--- src/logic/corePkg.sv ---
`default_nettype none

package corePkg;

    localparam int xlen        = 32;
    localparam int regAddrBits = 5;
    localparam int laneCount   = 2;

    localparam int aluOpBits = 4;
    localparam logic [aluOpBits-1:0] aluAdd  = 4'd0;
    localparam logic [aluOpBits-1:0] aluSub  = 4'd1;
    localparam logic [aluOpBits-1:0] aluAnd  = 4'd2;
    localparam logic [aluOpBits-1:0] aluOr   = 4'd3;
    localparam logic [aluOpBits-1:0] aluXor  = 4'd4;
    localparam logic [aluOpBits-1:0] aluSll  = 4'd5;
    localparam logic [aluOpBits-1:0] aluSrl  = 4'd6;
    localparam logic [aluOpBits-1:0] aluSra  = 4'd7;
    localparam logic [aluOpBits-1:0] aluSlt  = 4'd8;
    localparam logic [aluOpBits-1:0] aluSltu = 4'd9;

    localparam int fwdSelBits = 3;
    localparam logic [fwdSelBits-1:0] fwdNone = 3'd0;
    localparam logic [fwdSelBits-1:0] fwdMemA = 3'd1;
    localparam logic [fwdSelBits-1:0] fwdMemB = 3'd2;
    localparam logic [fwdSelBits-1:0] fwdWbA  = 3'd3;
    localparam logic [fwdSelBits-1:0] fwdWbB  = 3'd4;

endpackage

`default_nettype wire

--- src/logic/isaPkg.sv ---
`default_nettype none

package isaPkg;

    typedef struct packed {
        logic [6:0] funct7;
        logic [4:0] rs2;
        logic [4:0] rs1;
        logic [2:0] funct3;
        logic [4:0] rd;
        logic [6:0] opcode;
    } rType;

    typedef struct packed {
        logic [11:0] imm;
        logic [4:0]  rs1;
        logic [2:0]  funct3;
        logic [4:0]  rd;
        logic [6:0]  opcode;
    } iType;

    typedef struct packed {
        logic [6:0] immHi;
        logic [4:0] rs2;
        logic [4:0] rs1;
        logic [2:0] funct3;
        logic [4:0] immLo;
        logic [6:0] opcode;
    } sType;

    // one word, three views
    typedef union packed {
        rType r;
        iType i;
        sType s;
    } instrWord;

    localparam logic [6:0] opOp    = 7'b0110011;
    localparam logic [6:0] opOpImm = 7'b0010011;
    localparam logic [6:0] opLui   = 7'b0110111;
    localparam logic [6:0] opStore = 7'b0100011;
    localparam logic [6:0] opHalt  = 7'b0001011; // custom-0

    localparam logic [31:0] nopWord = 32'h00000013; // addi x0,x0,0

    localparam logic [2:0] f3AddSub = 3'b000;
    localparam logic [2:0] f3Sll    = 3'b001;
    localparam logic [2:0] f3Slt    = 3'b010;
    localparam logic [2:0] f3Sltu   = 3'b011;
    localparam logic [2:0] f3Xor    = 3'b100;
    localparam logic [2:0] f3SrlSra = 3'b101;
    localparam logic [2:0] f3Or     = 3'b110;
    localparam logic [2:0] f3And    = 3'b111;

    localparam logic [6:0] f7Base = 7'b0000000;
    localparam logic [6:0] f7Alt  = 7'b0100000; // sub, sra

endpackage

`default_nettype wire

--- src/logic/fetchUnit.sv ---
`default_nettype none

module fetchUnit import corePkg::*; import isaPkg::*; (
    input  wire logic            clock,
    input  wire logic            reset,
    input  wire instrWord        fetchWordA,
    input  wire instrWord        fetchWordB,
    input  wire logic            hold,
    input  wire logic            halted,
    output logic      [xlen-1:0] fetchAddress,
    output instrWord             packetA,
    output instrWord             packetB,
    output logic      [xlen-1:0] packetPc
);

    logic [xlen-1:0] pc;
    logic            splitA;

    // memory ops only issue in lane B
    assign splitA = fetchWordA.r.opcode == opStore;
    assign fetchAddress = pc;

    always_ff @(posedge clock or posedge reset) begin
        if (reset) begin
            pc <= '0;
        end else if (!hold && !halted) begin
            pc <= pc + (splitA ? xlen'(4) : xlen'(8));
        end
    end

    // --------------------
    // fetch/decode register
    always_ff @(posedge clock or posedge reset) begin
        if (reset) begin
            packetA  <= nopWord;
            packetB  <= nopWord;
            packetPc <= '0;
        end else if (hold) begin
            packetA <= nopWord; // A already issued, B stays
        end else if (splitA) begin
            packetA  <= nopWord;
            packetB  <= fetchWordA;
            packetPc <= pc;
        end else begin
            packetA  <= fetchWordA;
            packetB  <= fetchWordB;
            packetPc <= pc;
        end
    end

endmodule

`default_nettype wire

--- config.mk ---
export PLATFORM = sky130hd
export DESIGN_NAME = fetchUnit
export DESIGN_NICKNAME = d
export VERILOG_FILES = /design/src/logic/corePkg.sv /design/src/logic/isaPkg.sv /design/src/logic/fetchUnit.sv
export SDC_FILE = /design/constraint.sdc
export NUM_CORES = 1
export LEC_CHECK = 0
export ABC_CLOCK_PERIOD_IN_PS = 5900
export BUFFER_PORTS_ARGS = -buffer_cell sky130_fd_sc_hd__buf_2
export CORE_MARGIN = 1.5
export CORE_UTILIZATION = 52
export CTS_CLUSTER_SIZE = 20
export DETAILED_ROUTE_END_ITERATION = 7
export GPL_TIMING_DRIVEN = 1
export PLACE_DENSITY = 0.85
export SYNTH_ARGS = -nofsm -noshare
export SYNTH_HDL_FRONTEND = slang
export SYNTH_SLANG_ARGS = --single-unit
--- constraint.sdc ---
create_clock -name clock -period 5.9 [get_ports clock]
set_clock_uncertainty 0.2 [all_clocks]
set_input_delay 0.59 -clock clock [delete_from_list [all_inputs] [get_ports clock]]
set_output_delay 0.59 -clock clock [all_outputs]
set_load 0.02 [all_outputs]
==> impl_results.html, run 1 <==
<table>
<tr><th>Metric</th><th>Value</th></tr>
<tr><th colspan="2">Final layout</th></tr>
<tr><td>Post-layout utilization of the core</td><td>0.716</td></tr>
<tr><td>Area growth syn-to-layout</td><td>33.3%</td></tr>
<tr><td>Ratio of cells with drive above 1 in the final layout</td><td>0.439</td></tr>
<tr><td>Post-layout net count</td><td>669</td></tr>
<tr><td>Inserted Diodes</td><td>0</td></tr>
<tr><th colspan="2">Drt</th></tr>
<tr><td>Initial drt markers</td><td>between 100 and 150</td></tr>
<tr><td>Count of antenna-violating nets left after detailed routing</td><td>0</td></tr>
<tr><td>Via density per instance</td><td>5.13</td></tr>
<tr><td>Post-detailed-route DRC marker count</td><td>0</td></tr>
<tr><td>Wire length reported by the detailed router</td><td>11.6 mm</td></tr>
<tr><td>Wirelength per Cell</td><td>15.7 um</td></tr>
<tr><td>Via count</td><td>about 3800</td></tr>
<tr><td>Number of optimization iterations in the first detailed-route pass</td><td>4</td></tr>
<tr><th colspan="2">Critical path</th></tr>
<tr><td>Worst reg2reg startpoint</td><td>fetchAddress[2]$_DFFE_PP0P_</td></tr>
<tr><td>CP Class</td><td>in -&gt; reg</td></tr>
<tr><td>Largest fanout of any net on the critical path</td><td>33</td></tr>
<tr><td>Crit path arrival time</td><td>3300 ps</td></tr>
<tr><td>CP endpoint kind</td><td>flip-flop</td></tr>
<tr><td>Worst Path Required</td><td>6070 ps</td></tr>
<tr><td>Crit path from</td><td>fetchWordA[4]</td></tr>
<tr><td>CP Launch Type</td><td>primary input</td></tr>
<tr><td>Register-to-Register Path Depth</td><td>6</td></tr>
<tr><th colspan="2">Power and ir drop</th></tr>
<tr><td>Peak VDD IR</td><td>0.000224 V</td></tr>
<tr><td>Power consumption</td><td>2.34 mW</td></tr>
<tr><td>Power per standard cell area</td><td>352 nW/um^2</td></tr>
<tr><td>Standby leakage power</td><td>3.62 nW</td></tr>
<tr><th colspan="2">Synthesis</th></tr>
<tr><td>Cell count after synthesis</td><td>403</td></tr>
<tr><td>Post-Synthesis Cell Area</td><td>4990 um^2</td></tr>
<tr><td>Share of synthesized area occupied by flip-flops and latches</td><td>0.624</td></tr>
<tr><td>Post-Synthesis Mean Instance Area</td><td>12.4 um^2</td></tr>
<tr><td>Number of distinct standard cells referenced by the synthesized netlist</td><td>31</td></tr>
<tr><td>Synth warnings</td><td>0</td></tr>
<tr><td>Flops &amp; latches, synth</td><td>124</td></tr>
<tr><th colspan="2">Timing</th></tr>
<tr><td>Post-route clock period utilization</td><td>0.530</td></tr>
<tr><td>Least-Margin Pin Slew</td><td>a little under 1000 ps</td></tr>
<tr><td>Setup repair after global routing missed its margin</td><td>false</td></tr>
<tr><td>Maximum clock frequency</td><td>between 300 and 400 MHz</td></tr>
<tr><td>Setup violations, final</td><td>0</td></tr>
<tr><td>Final Hold Fails</td><td>11</td></tr>
<tr><td>Max-Slew Margin vs Limit</td><td>0.350</td></tr>
<tr><td>Setup_tns</td><td>0 ps</td></tr>
<tr><td>Final-report max-slew violation count</td><td>0</td></tr>
<tr><td>Clock period minus worst slack</td><td>3130 ps</td></tr>
<tr><td>Worst hold-check slack</td><td>-19.3 ps</td></tr>
<tr><th colspan="2">Run</th></tr>
<tr><td>Number of violations of the max-capacitance limit</td><td>0</td></tr>
<tr><th colspan="2">Clock network</th></tr>
<tr><td>H-tree depth</td><td>4</td></tr>
<tr><td>Root Driver</td><td>sky130_fd_sc_hd__clkbuf_8</td></tr>
<tr><td>CTS tree</td><td>done</td></tr>
<tr><td>Resize count post-CTS</td><td>0</td></tr>
<tr><td>Clock network latency to the later pin of the worst-skew pair</td><td>500 ps</td></tr>
<tr><td>Hold-fix buffers, CTS</td><td>0</td></tr>
<tr><td>Clock-pin slew reported for the worst setup and hold paths after clock tree synthesis</td><td>approximately 60 ps</td></tr>
<tr><td>Setup bufs post-CTS</td><td>0</td></tr>
<tr><td>Number of buffers on the longest clock path</td><td>2</td></tr>
<tr><td>Clock tree sinks</td><td>124</td></tr>
<tr><td>Number of buffers inserted during clock tree synthesis</td><td>17</td></tr>
<tr><th colspan="2">Placement</th></tr>
<tr><td>Placer Congestion</td><td>around 0.8</td></tr>
<tr><td>Count of buffers from port buffering</td><td>191</td></tr>
<tr><td>Half-perimeter wire length of the detailed placement result</td><td>7.99 mm</td></tr>
<tr><th colspan="2">Global route</th></tr>
<tr><td>Number of antenna violations at the first check in global routing</td><td>0</td></tr>
<tr><td>Vias in the first global route</td><td>3829</td></tr>
<tr><td>Maximum number of pins on one net before global-route repair</td><td>106</td></tr>
<tr><td>Total gr overflow</td><td>0</td></tr>
<tr><td>Tot GR Track Use</td><td>0.240</td></tr>
<tr><td>Wire length of the first global-routing pass</td><td>between 15 and 20 mm</td></tr>
<tr><th colspan="2">Run status</th></tr>
<tr><td>Violated checks</td><td>negative hold slack</td></tr>
<tr><td>Status</td><td>finished with violations</td></tr>
<tr><th colspan="2">Die</th></tr>
<tr><td>Number of placement rows</td><td>35</td></tr>
<tr><td>Total Die Area</td><td>10200 um^2</td></tr>
<tr><td>Initial standard-cell utilization of the core</td><td>0.537</td></tr>
<tr><td>Die width</td><td>slightly above 100 um</td></tr>
<tr><td>Die Span Y</td><td>101 um</td></tr>
<tr><td>Count of pins on the block boundary</td><td>196</td></tr>
<tr><td>Floorplan Core Area</td><td>between 9000 and 10000 um^2</td></tr>
<tr><th colspan="2">Worst hold path</th></tr>
<tr><td>Worst min path class</td><td>in -&gt; async</td></tr>
</table>
final cells by class:
| class | count | area, um^2 |
|---|---|---|
| sequential | 124 | 3110 |
| fill | 706 | 2630 |
| multi-input combinational | 256 | 1770 |
| timing repair buffer | 194 | 981 |
| clock buffer | 19 | 442 |
| clock inverter | 13 | 165 |
| tap | 129 | 161 |
| inverter | 5 | 21.3 |
metrics by stage:
| stage | instances | setup slack [ps] | area, um^2 |
|---|---|---|---|
| 3_3_place_gp | 708 | 2390 | 6040 |
| 3_5_place_dp | 708 | 2290 | 6040 |
| 4_1_cts | 740 | 2800 | 6650 |
| 5_1_grt | 740 | 2540 | 6650 |
| 6_report | 740 | 2770 | 6650 |
| 2_1_floorplan | 406 | 1820 | 5000 |
Yosys cell counts, drive strengths merged:
cell    count  share of area
nor3b       1         0.0015
or3b        1         0.0018
xnor2      22          0.039
mux2i      25          0.050
conb        1        0.00075
dfstp       6          0.032
and4        1         0.0018
and2       27          0.034
fa          1         0.0040
nor2       12         0.0090
o21ai      30          0.030
nand4      14          0.018
ha          2         0.0050
dfrtp     118           0.59
nand3       9         0.0090
nor4        5          0.014
nand2      46          0.035
nor3        4         0.0040
clkbuf     14          0.011
inv         5         0.0038
mux2       30          0.068
a21oi       5         0.0050
nor2b       6         0.0075
and3        2         0.0025
or3         1         0.0013
xor2        6          0.011
buf         7         0.0095
or2         2         0.0025
registers in the layout (all words and copies together) (netlist names):
signal	flops
fetchAddress	30
packetB	32
packetA	32
packetPc	30
worst max-delay path, cell delays in order:
cell                      delay [ps]
sky130_fd_sc_hd__buf_2           110
sky130_fd_sc_hd__nor3b_1         200
sky130_fd_sc_hd__nand4_1         120
sky130_fd_sc_hd__buf_4           290
sky130_fd_sc_hd__inv_1           230
sky130_fd_sc_hd__ha_1            210
sky130_fd_sc_hd__inv_1            60
sky130_fd_sc_hd__fa_1            470
sky130_fd_sc_hd__nor4_4          630
sky130_fd_sc_hd__nand4_1         220
sky130_fd_sc_hd__xnor2_1         170
path summary, 6_finish.rpt:
check / to / slack [ps]
max in group asynchronous: fetchAddress[4]$_DFFE_PP0P_ / 4160
min in group clock: packetA[0]$_DFF_PP1_ / 100
setup reg to reg: fetchAddress[20]$_DFFE_PP0P_ / 3430
setup / recovery: fetchAddress[20]$_DFFE_PP0P_ / 2770
hold / removal: packetB[27]$_DFFE_PP0N_ / -20
hold reg to reg: packetB[2]$_DFFE_PP0N_ / 280
cell families (layout without fill, tap and decap cells):
logic type	count (synthesis)	in the layout	share of synthesized area
AND/OR/NAND/NOR	131	131	0.140
XOR/XNOR	28	28	0.0492
buffers and inverters	26	231	0.0238
multiplexers	55	55	0.118
flip-flops	124	124	0.624
other	1	4	0.000752
AO/OA/AOI/OAI	35	35	0.0351
adder cells (fa/ha/maj)	3	3	0.00903
layer usage:
layer  track usage  share of wire  wire length [um]  up-vias
li1              -              -                 -     1749
met1         0.284           0.40              4640     1874
met2         0.414           0.52              6090      147
met3        0.0596          0.053               614       26
met4         0.107          0.025               292        0
met5             0              0                 0        -
power by group:
part           switching (mW)  total, mW  internal, mW
Combinational           0.205      0.322         0.117
Clock                   0.374       1.04         0.667
Sequential             0.0563      0.980         0.924
placed cells by master, fill, tap and decap left out, types with 4 or more instances in the layout:
master                         n
sky130_fd_sc_hd__buf_2       190
sky130_fd_sc_hd__xnor2_1      22
sky130_fd_sc_hd__nand2_1      46
sky130_fd_sc_hd__dfrtp_1     118
sky130_fd_sc_hd__dfstp_2       6
sky130_fd_sc_hd__buf_4         4
sky130_fd_sc_hd__clkinvlp_4    4
sky130_fd_sc_hd__xor2_1        6
sky130_fd_sc_hd__mux2i_1      25
sky130_fd_sc_hd__nand4_1      14
sky130_fd_sc_hd__inv_1         4
sky130_fd_sc_hd__nor2b_1       6
sky130_fd_sc_hd__nor2_1       12
sky130_fd_sc_hd__conb_1        4
sky130_fd_sc_hd__o21ai_0      30
sky130_fd_sc_hd__clkbuf_16    16
sky130_fd_sc_hd__nor3_1        4
sky130_fd_sc_hd__a21oi_1       5
sky130_fd_sc_hd__nand3_1       9
sky130_fd_sc_hd__and2_1       27
sky130_fd_sc_hd__mux2_2       30
No activity file was read; power rests on OpenSTA's default activity.
==> run 2: changes to the inputs <==
Settings changed: ABC_CLOCK_PERIOD_IN_PS 5900 to 2900, CORE_UTILIZATION 52 to 48, PLACE_DENSITY 0.85 to 0.79.
Clock period 5.9 ns to 2.9 ns, I/O delays scaled along.
==> impl_results.html, run 2 (synthesis gave the netlist of run 1 again) <==
<table>
<tr><th>Metric</th><th>Value</th></tr>
<tr><th colspan="2">Global route</th></tr>
<tr><td>Tot GR Track Use</td><td>0.256</td></tr>
<tr><td>Wire length of the first global-routing pass</td><td>~22 mm</td></tr>
<tr><td>Vias in the first global route</td><td>4406</td></tr>
<tr><td>Number of antenna violations at the first check in global routing</td><td>0</td></tr>
<tr><td>Total gr overflow</td><td>0</td></tr>
<tr><td>Maximum number of pins on one net before global-route repair</td><td>roughly 130</td></tr>
<tr><th colspan="2">Power and ir drop</th></tr>
<tr><td>Portion of total power attributed to the clock network</td><td>0.415</td></tr>
<tr><td>Power Internal</td><td>3.34 mW</td></tr>
<tr><td>Net Switching</td><td>about 1.3 mW</td></tr>
<tr><td>Peak VDD IR</td><td>0.000372 V</td></tr>
<tr><td>Fraction of power consumed by sequential logic</td><td>0.427</td></tr>
<tr><td>Standby leakage power</td><td>about 3.9 nW</td></tr>
<tr><td>Power per standard cell area</td><td>639 nW/um^2</td></tr>
<tr><td>Logic pwr share</td><td>0.158</td></tr>
<tr><td>Net switching fraction of the power</td><td>0.285</td></tr>
<tr><th colspan="2">Clock network</th></tr>
<tr><td>Clock network latency to the later pin of the worst-skew pair</td><td>520 ps</td></tr>
<tr><td>Number of buffers inserted during clock tree synthesis</td><td>17</td></tr>
<tr><td>H-tree depth</td><td>4</td></tr>
<tr><td>Root Driver</td><td>sky130_fd_sc_hd__clkbuf_8</td></tr>
<tr><td>Clock tree sinks</td><td>124</td></tr>
<tr><td>CTS tree</td><td>done</td></tr>
<tr><td>Number of buffers on the longest clock path</td><td>2</td></tr>
<tr><td>Clock-pin slew reported for the worst setup and hold paths after clock tree synthesis</td><td>roughly 60 ps</td></tr>
<tr><th colspan="2">Placement</th></tr>
<tr><td>Placer Congestion</td><td>~0.76</td></tr>
<tr><td>Count of buffers from port buffering</td><td>about 190</td></tr>
<tr><td>Half-perimeter wire length of the detailed placement result</td><td>between 7 and 8 mm</td></tr>
<tr><td>Minimum setup slack after placement</td><td>199 ps</td></tr>
<tr><th colspan="2">Worst hold path</th></tr>
<tr><td>Hold Startpoint</td><td>hold</td></tr>
<tr><td>Count of cells along the worst hold path</td><td>5</td></tr>
<tr><td>End point of the worst hold path</td><td>fetchAddress[6]$_DFFE_PP0P_</td></tr>
<tr><td>Worst min path class</td><td>in -&gt; reg</td></tr>
<tr><th colspan="2">Final layout</th></tr>
<tr><td>Area growth syn-to-layout</td><td>46.6%</td></tr>
<tr><td>Most common cell after layout, fill and taps aside</td><td>sky130_fd_sc_hd__buf_2</td></tr>
<tr><td>Ratio of cells with drive above 1 in the final layout</td><td>0.401</td></tr>
<tr><td>Inserted Diodes</td><td>0</td></tr>
<tr><td>Largest registers ranked by flip-flop count</td><td>packetA x32, packetB x32</td></tr>
<tr><td>Register Area</td><td>just over 3000 um^2</td></tr>
<tr><td>Leading cell types in the layout, fill and taps excluded</td><td>190 x sky130_fd_sc_hd__buf_2, 118 x sky130_fd_sc_hd__dfrtp_1, 66 x sky130_fd_sc_hd__dlygate4sd3_1</td></tr>
<tr><td>Fill cell instance count of the final layout</td><td>about 680</td></tr>
<tr><td>Post-layout net count</td><td>739</td></tr>
<tr><td>Multi-input logic area</td><td>1770 um^2</td></tr>
<tr><th colspan="2">Critical path</th></tr>
<tr><td>Crit path arrival time</td><td>between 2000 and 3000 ps</td></tr>
<tr><td>Worst Path Required</td><td>3100 ps</td></tr>
<tr><td>Largest fanout of any net on the critical path</td><td>10</td></tr>
<tr><td>Worst-case register-to-register setup slack</td><td>660 ps</td></tr>
<tr><td>Reg-to-reg critical path endpoint</td><td>fetchAddress[21]$_DFFE_PP0P_</td></tr>
<tr><td>CP endpoint kind</td><td>flip-flop</td></tr>
<tr><td>CP Class</td><td>in -&gt; reg</td></tr>
<tr><td>Register-to-Register Path Depth</td><td>4</td></tr>
<tr><td>CP Launch Type</td><td>primary input</td></tr>
<tr><td>Worst reg2reg startpoint</td><td>fetchAddress[4]$_DFFE_PP0P_</td></tr>
<tr><th colspan="2">Die</th></tr>
<tr><td>Floorplan Core Area</td><td>10200 um^2</td></tr>
<tr><td>Die Span Y</td><td>between 100 and 150 um</td></tr>
<tr><td>Number of placement rows</td><td>37</td></tr>
<tr><td>Initial standard-cell utilization of the core</td><td>0.490</td></tr>
<tr><td>Total Die Area</td><td>11000 um^2</td></tr>
<tr><td>Count of pins on the block boundary</td><td>196</td></tr>
<tr><td>Die width</td><td>~100 um</td></tr>
<tr><th colspan="2">Timing</th></tr>
<tr><td>Post-route clock period utilization</td><td>0.925</td></tr>
<tr><td>Maximum clock frequency</td><td>373 MHz</td></tr>
<tr><td>Final-report max-slew violation count</td><td>0</td></tr>
<tr><td>Max-Slew Margin vs Limit</td><td>0.325</td></tr>
<tr><td>Least-Margin Pin Slew</td><td>between 1000 and 1500 ps</td></tr>
<tr><td>Worst path setup slack after routing</td><td>216 ps</td></tr>
<tr><td>Setup_tns</td><td>0 ps</td></tr>
<tr><td>Final Hold Fails</td><td>0</td></tr>
<tr><td>Clock period minus worst slack</td><td>2680 ps</td></tr>
<tr><td>Setup violations, final</td><td>0</td></tr>
<tr><td>Setup repair after global routing missed its margin</td><td>false</td></tr>
<tr><th colspan="2">Run status</th></tr>
<tr><td>Status</td><td>finished, final reports clean</td></tr>
<tr><th colspan="2">Drt</th></tr>
<tr><td>Wire length reported by the detailed router</td><td>13.4 mm</td></tr>
<tr><td>Count of antenna-violating nets left after detailed routing</td><td>0</td></tr>
<tr><td>Wirelength per Cell</td><td>16.4 um</td></tr>
<tr><td>Via count</td><td>4172</td></tr>
<tr><td>Via density per instance</td><td>5.11</td></tr>
<tr><td>Post-detailed-route DRC marker count</td><td>0</td></tr>
<tr><td>Initial drt markers</td><td>about 180</td></tr>
<tr><td>Number of optimization iterations in the first detailed-route pass</td><td>4</td></tr>
<tr><th colspan="2">Run</th></tr>
<tr><td>Number of violations of the max-capacitance limit</td><td>0</td></tr>
</table>
[run 2: changes by cell type in the layout (fill, tap and decap cells not counted)]
cell	delta
sky130_fd_sc_hd__buf_12	+1
sky130_fd_sc_hd__buf_4	+3
sky130_fd_sc_hd__bufinv_16	-2
sky130_fd_sc_hd__clkbuf_8	-1
sky130_fd_sc_hd__clkinv_2	+3
sky130_fd_sc_hd__clkinv_4	+2
sky130_fd_sc_hd__clkinvlp_4	-1
sky130_fd_sc_hd__dlygate4sd3_1	+66
sky130_fd_sc_hd__fa_1	-1
sky130_fd_sc_hd__fa_2	+1
sky130_fd_sc_hd__inv_4	-1
[run 2: power groups by stage]
stage | Sequential (mW) | Combinational, mW | Clock [mW]
after global routing | 2.01 | 0.792 | 2.05
after detailed placement | 2.02 | 0.658 | 0
final | 1.99 | 0.738 | 1.94
after floorplan | 2.19 | 0.228 | 0
after global placement | 2.01 | 0.648 | 0
after CTS | 1.99 | 0.729 | 1.96
[run 2: worst max-delay path, stage by stage]
cell and delay (ps):
sky130_fd_sc_hd__dlygate4sd3_1 550, sky130_fd_sc_hd__buf_2 140, sky130_fd_sc_hd__nor3b_1 210, sky130_fd_sc_hd__nand4_1 180, sky130_fd_sc_hd__inv_1 110, sky130_fd_sc_hd__ha_1 160, sky130_fd_sc_hd__inv_1 60, sky130_fd_sc_hd__fa_2 390
sky130_fd_sc_hd__nor4_4 280, sky130_fd_sc_hd__buf_4 210, sky130_fd_sc_hd__nand4_1 140, sky130_fd_sc_hd__xnor2_1 170
[run 2: per-stage QoR]
step                total power, mW  utilization  cells  hold slack (ps)  area, um^2
floorplan                      2.41            -    406              193        5000
finish                         4.67        0.718    817              210        7310
CTS                            4.68        0.717    816              201        7300
global route                   4.86        0.718    817              242        7310
detailed placement             2.68        0.598    718              269        6090
global placement               2.66        0.598    718              258        6090
[run 2: cell type report]
class | count | share of cell area
flip-flops and latches | 124 | 0.426
clock buffers | 18 | 0.0585
repair buffers | 264 | 0.230
multi-input cells | 256 | 0.242
clock inverters | 14 | 0.0168
well taps | 136 | 0.0233
inverters | 5 | 0.00308
[run 2: metal layers]
layer	track usage	share of wire	vias to the layer above
met4	0.133	0.036	0
met3	0.0867	0.080	43
met2	0.415	0.49	207
met1	0.300	0.39	2035
li1	-	-	1887
met5	0	0	-
[run 2: timing repair]
item	CTS	global route
endpoints found under the hold margin	185	0
hold buffers	66	0
setup endpoints to repair	0	10
gates resized for setup	0	1
buffers inserted	0	1
[run 2: worst max path at each step]
stage          depth (start not counted)          start                           end
4_1_cts                               12  fetchWordA[4]  fetchAddress[28]$_DFFE_PP0P_
3_3_place_gp                          11  fetchWordA[4]  fetchAddress[28]$_DFFE_PP0P_
2_1_floorplan                          9  fetchWordA[4]  fetchAddress[20]$_DFFE_PP0P_
6_report                              12  fetchWordA[6]  fetchAddress[28]$_DFFE_PP0P_
3_5_place_dp                          11  fetchWordA[4]  fetchAddress[28]$_DFFE_PP0P_
5_1_grt                               12  fetchWordA[4]  fetchAddress[28]$_DFFE_PP0P_
