[config.mk]
export PLATFORM = sky130hd
export DESIGN_NAME = writebackStage_flat
export DESIGN_NICKNAME = d
export VERILOG_FILES = /design/src/logic/corePkg.sv /design/src/logic/retireBus.sv /design/src/logic/writebackStage.sv /design/src/flat_wrapper.sv
export SDC_FILE = /design/constraint.sdc
export NUM_CORES = 1
export LEC_CHECK = 0
export BUFFER_PORTS_ARGS = -buffer_cell sky130_fd_sc_hd__buf_2
export CORE_ASPECT_RATIO = 0.5
export CORE_UTILIZATION = 35
export DETAILED_ROUTE_END_ITERATION = 7
export GPL_ROUTABILITY_DRIVEN = 0
export GPL_TIMING_DRIVEN = 0
export SLEW_MARGIN = 10
export SYNTH_ARGS = -nofsm -noshare
export SYNTH_HDL_FRONTEND = slang
export SYNTH_SLANG_ARGS = --single-unit
[constraint.sdc]
create_clock -name clock -period 2.13 [get_ports clock]
set_input_delay 0.213 -clock clock [delete_from_list [all_inputs] [get_ports clock]]
set_output_delay 0.213 -clock clock [all_outputs]
set_load 0.01 [all_outputs]
[src/logic/corePkg.sv]
`default_nettype none

package corePkg;

    localparam int xlen        = 32;
    localparam int regAddrBits = 5;
    localparam int laneCount   = 2;

    localparam int aluOpBits = 4;
    localparam logic [aluOpBits-1:0] aluAdd  = 4'd0;
    localparam logic [aluOpBits-1:0] aluSub  = 4'd1;
    localparam logic [aluOpBits-1:0] aluAnd  = 4'd2;
    localparam logic [aluOpBits-1:0] aluOr   = 4'd3;
    localparam logic [aluOpBits-1:0] aluXor  = 4'd4;
    localparam logic [aluOpBits-1:0] aluSll  = 4'd5;
    localparam logic [aluOpBits-1:0] aluSrl  = 4'd6;
    localparam logic [aluOpBits-1:0] aluSra  = 4'd7;
    localparam logic [aluOpBits-1:0] aluSlt  = 4'd8;
    localparam logic [aluOpBits-1:0] aluSltu = 4'd9;

    localparam int fwdSelBits = 3;
    localparam logic [fwdSelBits-1:0] fwdNone = 3'd0;
    localparam logic [fwdSelBits-1:0] fwdMemA = 3'd1;
    localparam logic [fwdSelBits-1:0] fwdMemB = 3'd2;
    localparam logic [fwdSelBits-1:0] fwdWbA  = 3'd3;
    localparam logic [fwdSelBits-1:0] fwdWbB  = 3'd4;

endpackage

`default_nettype wire

[src/logic/retireBus.sv]
`default_nettype none

interface retireBus import corePkg::*; ();

    logic [laneCount-1:0]                  writeEnable;
    logic [laneCount-1:0][regAddrBits-1:0] dest;
    logic [laneCount-1:0][xlen-1:0]        value;
    logic                                  halt;

    modport source (output writeEnable, output dest, output value, output halt);
    modport sink   (input writeEnable, input dest, input value, input halt);

endinterface

`default_nettype wire

[src/logic/writebackStage.sv]
`default_nettype none

module writebackStage import corePkg::*; (
    input  wire logic                                  clock,
    input  wire logic                                  reset,
    input  wire logic [laneCount-1:0][xlen-1:0]        memResult,
    input  wire logic [laneCount-1:0][regAddrBits-1:0] memDest,
    input  wire logic [laneCount-1:0]                  memWriteEnable,
    input  wire logic [laneCount-1:0]                  memIsHalt,
    retireBus.source                                   retire,
    output logic                                       halted,
    output logic      [xlen-1:0]                       cycleCount
);

    logic [laneCount-1:0][xlen-1:0]        wbValue;
    logic [laneCount-1:0][regAddrBits-1:0] wbDest;
    logic [laneCount-1:0]                  wbWriteEnable, wbIsHalt;
    logic [xlen-1:0]                       counter;

    always_ff @(posedge clock or posedge reset) begin
        if (reset) begin
            wbWriteEnable <= '0;
            wbIsHalt <= '0;
            halted <= 1'b0;
            counter <= '0;
            cycleCount <= '0;
        end else begin
            wbWriteEnable <= memWriteEnable;
            wbIsHalt <= memIsHalt;
            counter <= counter + 1'b1;
            if (memIsHalt != '0 && !halted) begin
                halted <= 1'b1;       // sticky
                cycleCount <= counter; // first halt only
            end
        end
    end

    always_ff @(posedge clock) begin
        wbValue <= memResult;
        wbDest <= memDest;
    end

    assign retire.writeEnable = wbWriteEnable;
    assign retire.dest = wbDest;
    assign retire.value = wbValue;
    assign retire.halt = wbIsHalt != '0;

endmodule

`default_nettype wire

[src/flat_wrapper.sv]
// flat-port wrapper written by rule: the top's interface ports become plain ports
module writebackStage_flat import corePkg::*;
  (clock, reset, memResult, memDest, memWriteEnable, memIsHalt, halted, cycleCount, retire_writeEnable, retire_dest, retire_value, retire_halt);
  retireBus retire_i ();
  input  wire logic clock;
  input  wire logic reset;
  input  wire logic [laneCount-1:0][xlen-1:0] memResult;
  input  wire logic [laneCount-1:0][regAddrBits-1:0] memDest;
  input  wire logic [laneCount-1:0] memWriteEnable;
  input  wire logic [laneCount-1:0] memIsHalt;
  output logic halted;
  output logic      [xlen-1:0] cycleCount;
  output wire logic [$bits(retire_i.writeEnable)-1:0] retire_writeEnable;
  output wire logic [$bits(retire_i.dest)-1:0] retire_dest;
  output wire logic [$bits(retire_i.value)-1:0] retire_value;
  output wire logic [$bits(retire_i.halt)-1:0] retire_halt;
  assign retire_writeEnable = retire_i.writeEnable;
  assign retire_dest = retire_i.dest;
  assign retire_value = retire_i.value;
  assign retire_halt = retire_i.halt;
  writebackStage u_core (.clock(clock), .reset(reset), .memResult(memResult), .memDest(memDest), .memWriteEnable(memWriteEnable), .memIsHalt(memIsHalt), .retire(retire_i), .halted(halted), .cycleCount(cycleCount));
endmodule
==> out/metrics.csv, run 1 <==
stage;metric;value;unit
finish;final_common_cell;buf_2;
cts;clockRootBuffer;clkbuf_16;
grt;grtUsageTotal;17.5;%
timing;hold_ws;318;ps
die;die_y;79.8;µm
routing;ant_nets;0;
synthesis;synth_seq_cells;143;
cts;post_cts_buffers;0;
worst_setup_path;ff2ff_path_depth;5;
placed_design;port_buffers;189;
worst_setup_path;timing.rr.start;u_core.counter[0];
synthesis;synth_nets;356;
worst_setup_path;path_class;primary input to flop;
finish;final_cell_mix;buf_2, dlygate4sd3_1, dfxtp_1, dfrtp_1, mux2_2;
cts;path_clk_slew;60;ps
routing;drc;0;
worst_setup_path;cp.required;2410;ps
synthesis;synthXorXnorAreaFrac;6.20;%
routing;via_per_inst;4.26;
die;die_w;158;µm
cts;clock-sinks;143;
routing;drt_iter0_drc;81;
routing;wl_per_cell;13.7;µm
finish;final_area;6780;µm²
power_and_ir_drop;powerDensity;878;nW/µm²
synthesis;synth_top_family_by_area;simple AND/OR/NAND/NOR gates;
worst_setup_path;crit_fanout;10;
power_and_ir_drop;p_total;5950;µW
timing;max_slew_margin;66.7;%
outcome;status;completed;
grt;grt_max_degree;48;
cts;cts_htree_levels;4;
grt;grt_first_pass_wirelength;16.5;mm
finish;fillCellCount;942;
hold_path;hold_path_class;primary input to asynchronous set/reset pin;
timing;rsz0062_at_grt;no;
timing;final_hold_viol_count;0;
die;rows;27;
timing;period_minus_slack;1710;ps
worst_setup_path;endpoint_kind;flop;
synthesis;ys_warn_count;0;
finish;post_route_cells_drive_above_1_share;45.5;%
worst_setup_path;start_kind;primary input;
grt;grt_pass1_vias;3246;
finish;nets;644;
timing;finClkSkew;8.07;ps
finish;diodes;0;
die;fp.dieArea;12600;µm²
finish;final_core_util;59.5;%
power_and_ir_drop;ir_worst_vdd;515;µV
worst_setup_path;arrival;2000;ps
synthesis;syn_area_per_cell;15.4;µm²
cts;numCtsBuffers;17;
job;max_cap_viol_count;0;
cts;clock_path_buffers;2;
synthesis;synthDistinctLibCells;24;
synthesis;synthSimpleGateAreaFrac;8.53;%
placed_design;post-place-cells;624;
finish;areaGrowthSynthToFinish;59.9;%
synthesis;syn_area;4240;µm²
routing;drtPass1Iterations;4;
routing;num_vias;3134;
die;initial_core_util;37.2;%
routing;drt_wl_total;10.0;mm
power_and_ir_drop;p_leak;0.00336;µW
placed_design;hpwl;6.23;mm
cts;post_cts_resized;0;
grt;antenna_found_initial;0;
synthesis;muxShareOfSynthArea;8.24;%
timing;worst_slew_pin_slew;495;ps
cts;clk_latency;400;ps
synthesis;synthCells;275;
timing;min_period_over_period;80.5;%
placed_design;placed_area;5410;µm²
synthesis;synthAdderAreaFrac;0.295;%
synthesis;synth-compound-area-share;0.295;%
synthesis;ys_seq_area_share;75.7;%
timing;slew_violations;0;
cts;cts_tree;yes;
timing;fmax;583;MHz
timing;setup_violations;0;
grt;grt_overflow_total;0;
die;core_area;11400;µm²
worst_setup_path;reg2reg_to;u_core.counter[12];
finish;final_cells;735;
die;ios;190;
worst_setup_path;regToRegSetupSlack;500;ps
## layout make-up
cell class	instances	area (µm²)	share of cell area (%)
Sequential cell	143	3210	47.3
Timing Repair Buffer	269	1760	26.0
Multi-Input combinational cell	125	998	14.7
Clock buffer	20	479	7.07
Tap cell	159	199	2.94
Clock inverter	12	93.8	1.38
Buffer	4	20.0	0.295
Inverter	3	13.8	0.203
## report_power, final
group | switching (µW) | total, µW | internal, µW | leakage (µW)
combinational | 141 | 343 | 203 | 0.00152
sequential | 20.2 | 2800 | 2780 | 0.00156
clock | 1160 | 2810 | 1650 | 0.000279
total | 1320 | 5950 | 4630 | 0.00336
## metal layers
metal | share of wire [%] | wire (µm) | GRT usage (%) | vias to the layer above
li1 | - | - | - | 1520
met1 | 43 | 4300 | 20.9 | 1510
met2 | 51 | 5120 | 30.0 | 92
met3 | 5.0 | 500 | 4.34 | 12
met4 | 1.1 | 113 | 8.06 | 0
met5 | 0 | 0 | 0 | -
## synth_stat cells
cell type	instances	area share, %
and3_1	4	0.59
and4_1	2	0.41
buf_2	4	0.47
dfrtp_1	69	41
dfxtp_1	74	35
ha_1	1	0.30
inv_1	3	0.27
mux2_2	31	8.2
nand2_1	10	0.89
nand3_1	16	1.9
nand4_1	13	1.9
nand4_4	1	0.50
nand4b_1	1	0.21
nor2_1	6	0.53
nor2_2	1	0.15
nor3_1	3	0.35
nor4_2	1	0.30
nor4_4	1	0.50
o21ai_0	1	0.12
o21bai_1	1	0.18
or2_2	1	0.15
or3_1	1	0.15
xnor2_1	25	5.2
xor2_1	5	1.0
## metrics by stage
step | TNS (ps) | worst slack [ps]
2_1_floorplan | 0 | 177
3_3_place_gp | -50440 | -734
3_5_place_dp | 0 | 493
4_1_cts | 0 | 420
5_1_grt | 0 | 271
6_report | 0 | 415
## worst max path at each step
stage                      start                    end  slack [ps]  cells after the start
3_5_place_dp   u_core.counter[0]     u_core.counter[30]         490                      5
3_3_place_gp               reset  u_core.cycleCount[15]        -730                      2
4_1_cts             memIsHalt[1]   u_core.cycleCount[6]         420                      5
6_report            memIsHalt[1]  u_core.cycleCount[14]         420                      5
2_1_floorplan              reset      u_core.counter[0]         180                      1
5_1_grt        u_core.counter[0]     u_core.counter[28]         270                      5
## kinds of logic (layout without fill, tap and decap cells)
family,Yosys count,count (layout)
XOR/XNOR,30,30
buffers and inverters,7,308
multiplexers,31,31
AO/OA/AOI/OAI,2,2
AND/OR/NAND/NOR,61,61
adder cells (fa/ha/maj),1,1
flip-flops,143,143
## registers in the layout, summed over array words and instances (netlist names)
register	cells
u_core.counter	32
u_core.wbIsHalt	2
u_core.retire.value	64
u_core.halted	1
u_core.cycleCount	32
u_core.retire.writeEnable	2
u_core.retire.dest	10
## what timing repair did
item / in CTS / in global routing
hold buffers: 79 / 0
setup endpoints to repair: 0 / 0
endpoints found under the hold margin: 100 / 0
## critical path, cell delays in order
cell and delay (ps):
dlygate4sd3_1 530, buf_2 130, o21bai_1 390, buf_2 360, mux2_2 370
(Power assumes the default switching activity.)
==> run 2: changes to the inputs <==
Settings changed: ABC_AREA set to 1.
Clock period 2.13 ns to 1.75 ns, I/O delays scaled along.
==> run 2 against run 1 <==
Critical endpoint is now u_core.cycleCount[9]. Clock power is 24% higher. Worst hold slack better by 73 ps. Power is 23% higher. Highest routed layer unchanged. Largest cell class unchanged. Combinational power is 21% higher. Critical path type unchanged. Non-clock buffer count is 1 higher. Sequential cell count stayed put. Clock skew is 1.4 ps higher. Worst setup slack worse by 150 ps. Largest power group unchanged. Sequential share of layout area is 2.0 points lower. Critical path depth stayed put. First-iteration DRC count is 57% higher.
==> out/metrics.csv, run 2 <==
stage;metric;value;unit;change
finish;diodes;0;;unchanged
outcome;status;completed;;
power_and_ir_drop;ir_worst_vdd;572;µV;+11%
timing;finClkSkew;9.50;ps;+1.43 ps
synthesis;syn_area;4530;µm²;+7.0%
synthesis;synth_top_family_by_area;simple AND/OR/NAND/NOR gates;;
worst_setup_path;start_kind;primary input;;
worst_setup_path;cp.required;2040;ps;-370 ps
worst_setup_path;path_class;primary input to flop;;
timing;rsz0062_at_grt;no;;
grt;grt_pass1_vias;3792;;+17%
die;fp.dieArea;13400;µm²;+6.9%
die;ios;190;;unchanged
die;core_area;12200;µm²;+7.4%
worst_setup_path;arrival;1770;ps;-230 ps
cts;cts_htree_levels;4;;unchanged
finish;largest_reg_flops;64;;unchanged
finish;areaGrowthSynthToFinish;56.2;%;
timing;period_minus_slack;1480;ps;
cts;numCtsBuffers;17;;unchanged
synthesis;muxShareOfSynthArea;2.73;%;-5.5 points
synthesis;syn_area_per_cell;11.0;µm²;-28%
timing;fmax;675;MHz;
routing;via_per_inst;4.21;;-1.2%
routing;ant_nets;0;;unchanged
timing;final_hold_viol_count;0;;unchanged
cts;clock_path_buffers;2;;unchanged
synthesis;synthDistinctLibCells;22;;-8.3%
synthesis;async_flop_share;48.3;%;unchanged
routing;drt_wl_total;11.7;mm;+16%
finish;final_common_cell;buf_2;;
finish;nets;780;;+21%
synthesis;synth-compound-area-share;2.79;%;+2.5 points
synthesis;synth_nets;492;;+38%
finish;post_route_cells_drive_above_1_share;35.4;%;-10 points
worst_setup_path;endpoint_kind;flop;;
die;die_w;163;µm;+3.4%
routing;drc;0;;unchanged
placed_design;hpwl;7.93;mm;+27%
timing;max_slew_margin;49.4;%;-17 points
routing;num_vias;3693;;+18%
synthesis;synth.most_common_cell;nand2_1;;
grt;grt_first_pass_wirelength;18.3;mm;+11%
synthesis;synthAdderAreaFrac;0.276;%;-0.019 points
placed_design;placed_area;5710;µm²;+5.5%
timing;worst_slew_pin_slew;757;ps;+262 ps
synthesis;synth_top_area_cell;dfrtp_1;;
power_and_ir_drop;p_leak;0.00349;µW;+4.0%
placed_design;place_ws;307;ps;-186 ps
die;rows;28;;+3.7%
synthesis;synth_top_cells_by_count;nand2_1, dfxtp_1, dfrtp_1;;
routing;drt_iter0_drc;127;;+57%
synthesis;synth-edff-count;0;;unchanged
timing;slew_violations;0;;unchanged
worst_setup_path;ff2ff_path_depth;8;;+3
routing;wl_per_cell;13.3;µm;-2.5%
finish;final_core_util;57.9;%;-1.6 points
cts;clock-sinks;143;;unchanged
synthesis;synth_area_leaders;dfrtp_1, dfxtp_1, nand2_1, nor2_1, inv_1;;
die;initial_core_util;37.1;%;-0.14 points
grt;grt_max_degree;37;;-23%
synthesis;synthXorXnorAreaFrac;3.06;%;-3.1 points
power_and_ir_drop;powerDensity;1030;nW/µm²;+18%
synthesis;ys_warn_count;0;;unchanged
synthesis;synth_ff_type;dfxtp_1;;
timing;worst_slack;269;ps;-146 ps
finish;final_cell_mix;buf_2, nand2_1, dlygate4sd3_1, dfxtp_1, dfrtp_1;;
routing;drtPass1Iterations;4;;unchanged
synthesis;synthCells;411;;+49%
synthesis;synth_top_area_share;38.1;%;-2.7 points
synthesis;synthSimpleGateAreaFrac;17.1;%;+8.6 points
finish;fillCellCount;1071;;+14%
timing;setup_violations;0;;unchanged
grt;grt_overflow_total;0;;unchanged
grt;grtUsageTotal;18.2;%;+0.68 points
hold_path;whs_path_depth;2;;
hold_path;hold_path_class;primary input to flop;;
die;die_y;82.5;µm;+3.4%
power_and_ir_drop;p_total;7300;µW;+23%
job;max_cap_viol_count;0;;unchanged
synthesis;synth_seq_cells;143;;unchanged
cts;clk_latency;410;ps;about the same
worst_setup_path;crit_fanout;10;;unchanged
synthesis;ys_seq_area_share;70.8;%;-5.0 points
placed_design;port_buffers;189;;unchanged
grt;antenna_found_initial;0;;unchanged
timing;fin_setup_tns;0;ps;unchanged
cts;path_clk_slew;70;ps;about the same
cts;clockRootBuffer;clkbuf_16;;
timing;min_period_over_period;84.6;%;
cts;cts_tree;yes;;
finish;final_area;7080;µm²;+4.5%
[run 2: cell count changes in the layout (fill, tap and decap cells not counted), moves of 21 or more]
cell	previous run	this run
mux2_2	31	10
o21ai_0	1	22
xnor2_1	25	0
nor2_1	6	35
inv_1	2	32
nand2_1	10	116
[run 2: timing repair]
| action | CTS | global route |
|---|---|---|
| endpoints found under the hold margin | 111 | 0 |
| gates resized for setup | 0 | 0 |
| setup buffers | 0 | 0 |
| hold buffers | 79 | 0 |
[run 2: worst max-delay path: stages]
cell and delay (ps):
dlygate4sd3_1 530, buf_2 140, o21ai_4 300, buf_4 270, mux2_2 350
[run 2: routing by layer]
metal / part of all wire (%) / global-route usage, % / vias to the layer above
met2: 50 / 31.5 / 97
met4: 1.1 / 7.76 / 0
met1: 44 / 21.7 / 1730
met5: 0 / 0 / -
li1: - / - / 1858
met3: 4.9 / 4.90 / 8
[run 2: final timing paths]
| path | start | to | slack [ps] |
|---|---|---|---|
| worst min-delay path | memResult[43] | u_core.retire.value[43] | 390 |
| worst max-delay path | memIsHalt[1] | u_core.cycleCount[9] | 270 |
| worst max register to register | u_core.counter[1] | u_core.counter[28] | 320 |
| worst min register to register | u_core.counter[31] | u_core.counter[31] | 470 |
| min in group asynchronous | reset | u_core.cycleCount[6] | 440 |
| max in group asynchronous | reset | u_core.cycleCount[28] | 690 |
[run 2: final cells by class]
cell class	instances	area, µm²	share of cell area, %
well taps	165	206	2.91
clock buffers	19	464	6.55
inverters	33	128	1.80
clock inverters	13	118	1.66
repair buffers	269	1760	24.8
flip-flops and latches	143	3210	45.3
plain buffers	5	25.0	0.353
multi-input cells	230	1180	16.6
[run 2: cells by family after synthesis]
logic type / count (synthesis)
AOI/OAI and AO/OA: 23
and+or+nand+nor: 180
muxes: 11
buffers and inverters: 38
DFF: 143
xor gates and xnor gates: 15
adders and majority gates: 1
[run 2: power breakdown]
group | total, µW | internal [µW] | switching, µW
sequential | 3400 | 3380 | 23.4
clock | 3490 | 1990 | 1500
combinational | 414 | 243 | 172
total | 7300 | 5610 | 1690
[run 2: metrics by stage]
step           instances  hold slack (ps)
3_3_place_gp         765              277
4_1_cts              877              377
6_report             877              392
2_1_floorplan        411              203
5_1_grt              877              376
3_5_place_dp         766              279
==> run 3: changes to the inputs <==
Settings changed: ABC_AREA 1 to 0.
Clock period 1.75 ns to 1.24 ns, I/O delays scaled along.
==> run 3 against run 2 <==
The run now ends with setup timing left. Register-to-register slack worse by 500 ps. Largest power group unchanged. Critical endpoint is now u_core.counter[21]. Cell count down 11%. Wire length down 3.5%. Critical path depth unchanged. Combinational power up 47%. Critical path type is now flop to flop.
==> out/metrics.csv, run 3 (synthesis results as in run 1) <==
stage;metric;value;unit;change
routing;drt_iter0_drc;101;;-20%
grt;grt_max_degree;36;;-2.7%
cts;numCtsBuffers;17;;unchanged
placed_design;hpwl;6.48;mm;-18%
power_and_ir_drop;switchingPower;2380;µW;+41%
placed_design;port_buffers;189;;unchanged
timing;period_minus_slack;1420;ps;
finish;diodes;0;;unchanged
cts;clock_path_buffers;2;;unchanged
outcome;status;complete, but fails checks;;
die;ios;190;;unchanged
timing;setup_violations;42;;+42
routing;drt_wl_total;11.3;mm;-3.5%
finish;final_cell_mix;buf_2, dlygate4sd3_1, dfxtp_1, dfrtp_1, buf_4;;
hold_path;hold_path_class;primary input to asynchronous set/reset pin;;
timing;fmax;702;MHz;
timing;finClkSkew;10.6;ps;+1.12 ps
power_and_ir_drop;power_frac_seq;46.5;%;about the same
power_and_ir_drop;p_clk_share;47.6;%;-0.2 points
power_and_ir_drop;p_leak;0.00369;µW;+5.6%
worst_setup_path;regToRegSetupSlack;-180;ps;-500 ps
worst_setup_path;cp.required;1520;ps;-520 ps
routing;drc;0;;unchanged
cts;cts_tree;yes;;
finish;areaGrowthSynthToFinish;75.3;%;
timing;worst_slack;-184;ps;-453 ps
finish;nets;686;;-12%
worst_setup_path;start_kind;flop;;
die;initial_core_util;37.2;%;+0.14 points
grt;grt_overflow_total;0;;unchanged
cts;clk_latency;400;ps;about the same
worst_setup_path;crit_start;u_core.counter[3];;
die;fp.dieArea;12600;µm²;-6.4%
grt;grt_first_pass_wirelength;17.0;mm;-7.2%
power_and_ir_drop;internal-power;7930;µW;+41%
timing;rsz0062_at_grt;yes;;
power_and_ir_drop;comb_power_share;5.9;%;+0.2 points
timing;slew_violations;0;;unchanged
grt;grt_pass1_vias;3388;;-11%
routing;wl_per_cell;14.5;µm;+9.0%
timing;min_period_over_period;115;%;
die;die_w;158;µm;-3.3%
worst_setup_path;crit_fanout;4;;-6
die;rows;27;;-3.6%
cts;path_clk_slew;60;ps;about the same
worst_setup_path;reg2reg_to;u_core.counter[21];;
timing;fin_setup_tns;-3200;ps;-3200 ps
worst_setup_path;arrival;1710;ps;-60 ps
finish;fillCellCount;851;;-21%
cts;clockRootBuffer;clkbuf_16;;
worst_setup_path;ff2ff_path_depth;5;;-3
finish;post_route_cells_drive_above_1_share;54.2;%;+19 points
routing;num_vias;3358;;-9.1%
timing;max_slew_margin;73.7;%;+24 points
power_and_ir_drop;powerDensity;1390;nW/µm²;+35%
grt;grtUsageTotal;17.9;%;-0.22 points
worst_setup_path;endpoint_kind;flop;;
finish;final_common_cell;buf_2;;
power_and_ir_drop;switching_share;23.1;%;-0.095 points
worst_setup_path;endpoint;u_core.counter[21];;
outcome;failed_checks;setup timing;;
routing;ant_nets;0;;unchanged
timing;worst_slew_pin_slew;393;ps;-364 ps
die;core_area;11400;µm²;-6.9%
finish;final_core_util;65.2;%;+7.3 points
grt;antenna_found_initial;0;;unchanged
timing;final_hold_viol_count;0;;unchanged
cts;cts_htree_levels;4;;unchanged
job;max_cap_viol_count;0;;unchanged
worst_setup_path;path_class;flop to flop;;
routing;via_per_inst;4.32;;+2.6%
worst_setup_path;timing.rr.start;u_core.counter[3];;
finish;largest_reg_flops;64;;unchanged
power_and_ir_drop;ir_worst_vdd;905;µV;+58%
cts;clock-sinks;143;;unchanged
routing;drtPass1Iterations;4;;unchanged
timing;hold_ws;237;ps;-154 ps
die;die_y;79.8;µm;-3.2%
==> run 3: changes by cell type in the layout (fill, tap and decap cells not counted), moves of 13 or more <==
cell and delta:
nor2_1 -31, o21ai_0 -21, xnor2_1 +25, mux2_4 +13, buf_4 +33, dfrtp_1 -16
nand4_1 +13, nand2_1 -106, dfrtp_2 +16, inv_1 -30
==> run 3: power by group through the flow <==
stage          registers (µW)  logic, µW  clock network (µW)
2_1_floorplan            4970       38.2                   0
3_3_place_gp             4890        382                   0
3_5_place_dp             4890        405                   0
4_1_cts                  4800        602                5010
5_1_grt                  4810        655                5250
6_report                 4800        607                4910
==> run 3: per-layer routing <==
| metal | global-route usage (%) | wire (µm) | share of wire (%) | vias up |
|---|---|---|---|---|
| li1 | - | - | - | 1609 |
| met1 | 21.3 | 4700 | 42 | 1640 |
| met2 | 30.8 | 5950 | 53 | 101 |
| met3 | 4.89 | 530 | 4.7 | 8 |
| met4 | 7.67 | 102 | 0.90 | 0 |
| met5 | 0 | 0 | 0 | - |
==> run 3: area by class of cell <==
class                           instances  area (µm²)  area share (%)
Buffer                                  3        45.0           0.606
Clock buffer                           19         464            6.25
Clock inverter                         13         118            1.58
Inverter                                3        15.0           0.202
Multi-Input combinational cell        127        1190            16.1
Sequential cell                       143        3230            43.5
Tap cell                              159         199            2.68
Timing Repair Buffer                  310        2160            29.1
==> run 3: worst min path at each step <==
stage / startpoint / end / cells after the start
final: reset / u_core.cycleCount[8] / 3
after global routing: reset / u_core.cycleCount[7] / 3
after global placement: memResult[20] / u_core.retire.value[20] / 1
after CTS: memIsHalt[0] / u_core.cycleCount[23] / 3
after detailed placement: reset / u_core.retire.writeEnable[0] / 2
after floorplan: memDest[0] / u_core.retire.dest[0] / 0
==> run 3: timing repair <==
item	CTS	global route
pin swaps	11	12
hold endpoints to repair	125	0
cloned	1	4
gates resized for setup	30	26
setup buffers	21	16
hold buffers	79	0
setup endpoints to repair	53	39
==> run 3: critical path: stages (launching register included) <==
cell and delay [ps]:
dfrtp_2 410, nand4_4 160, buf_4 180, nor3_4 250, nand4_1 160, xnor2_1 150
==> run 3: metrics by stage <==
stage | setup slack, ps | area, µm² | total power [µW] | std cells
global placement | -431 | 5430 | 5270 | 623
finish | -184 | 7430 | 10300 | 777
floorplan | -132 | 4290 | 5010 | 275
detailed placement | -442 | 5480 | 5300 | 625
global route | -254 | 7430 | 10700 | 777
CTS | -168 | 7130 | 10400 | 758
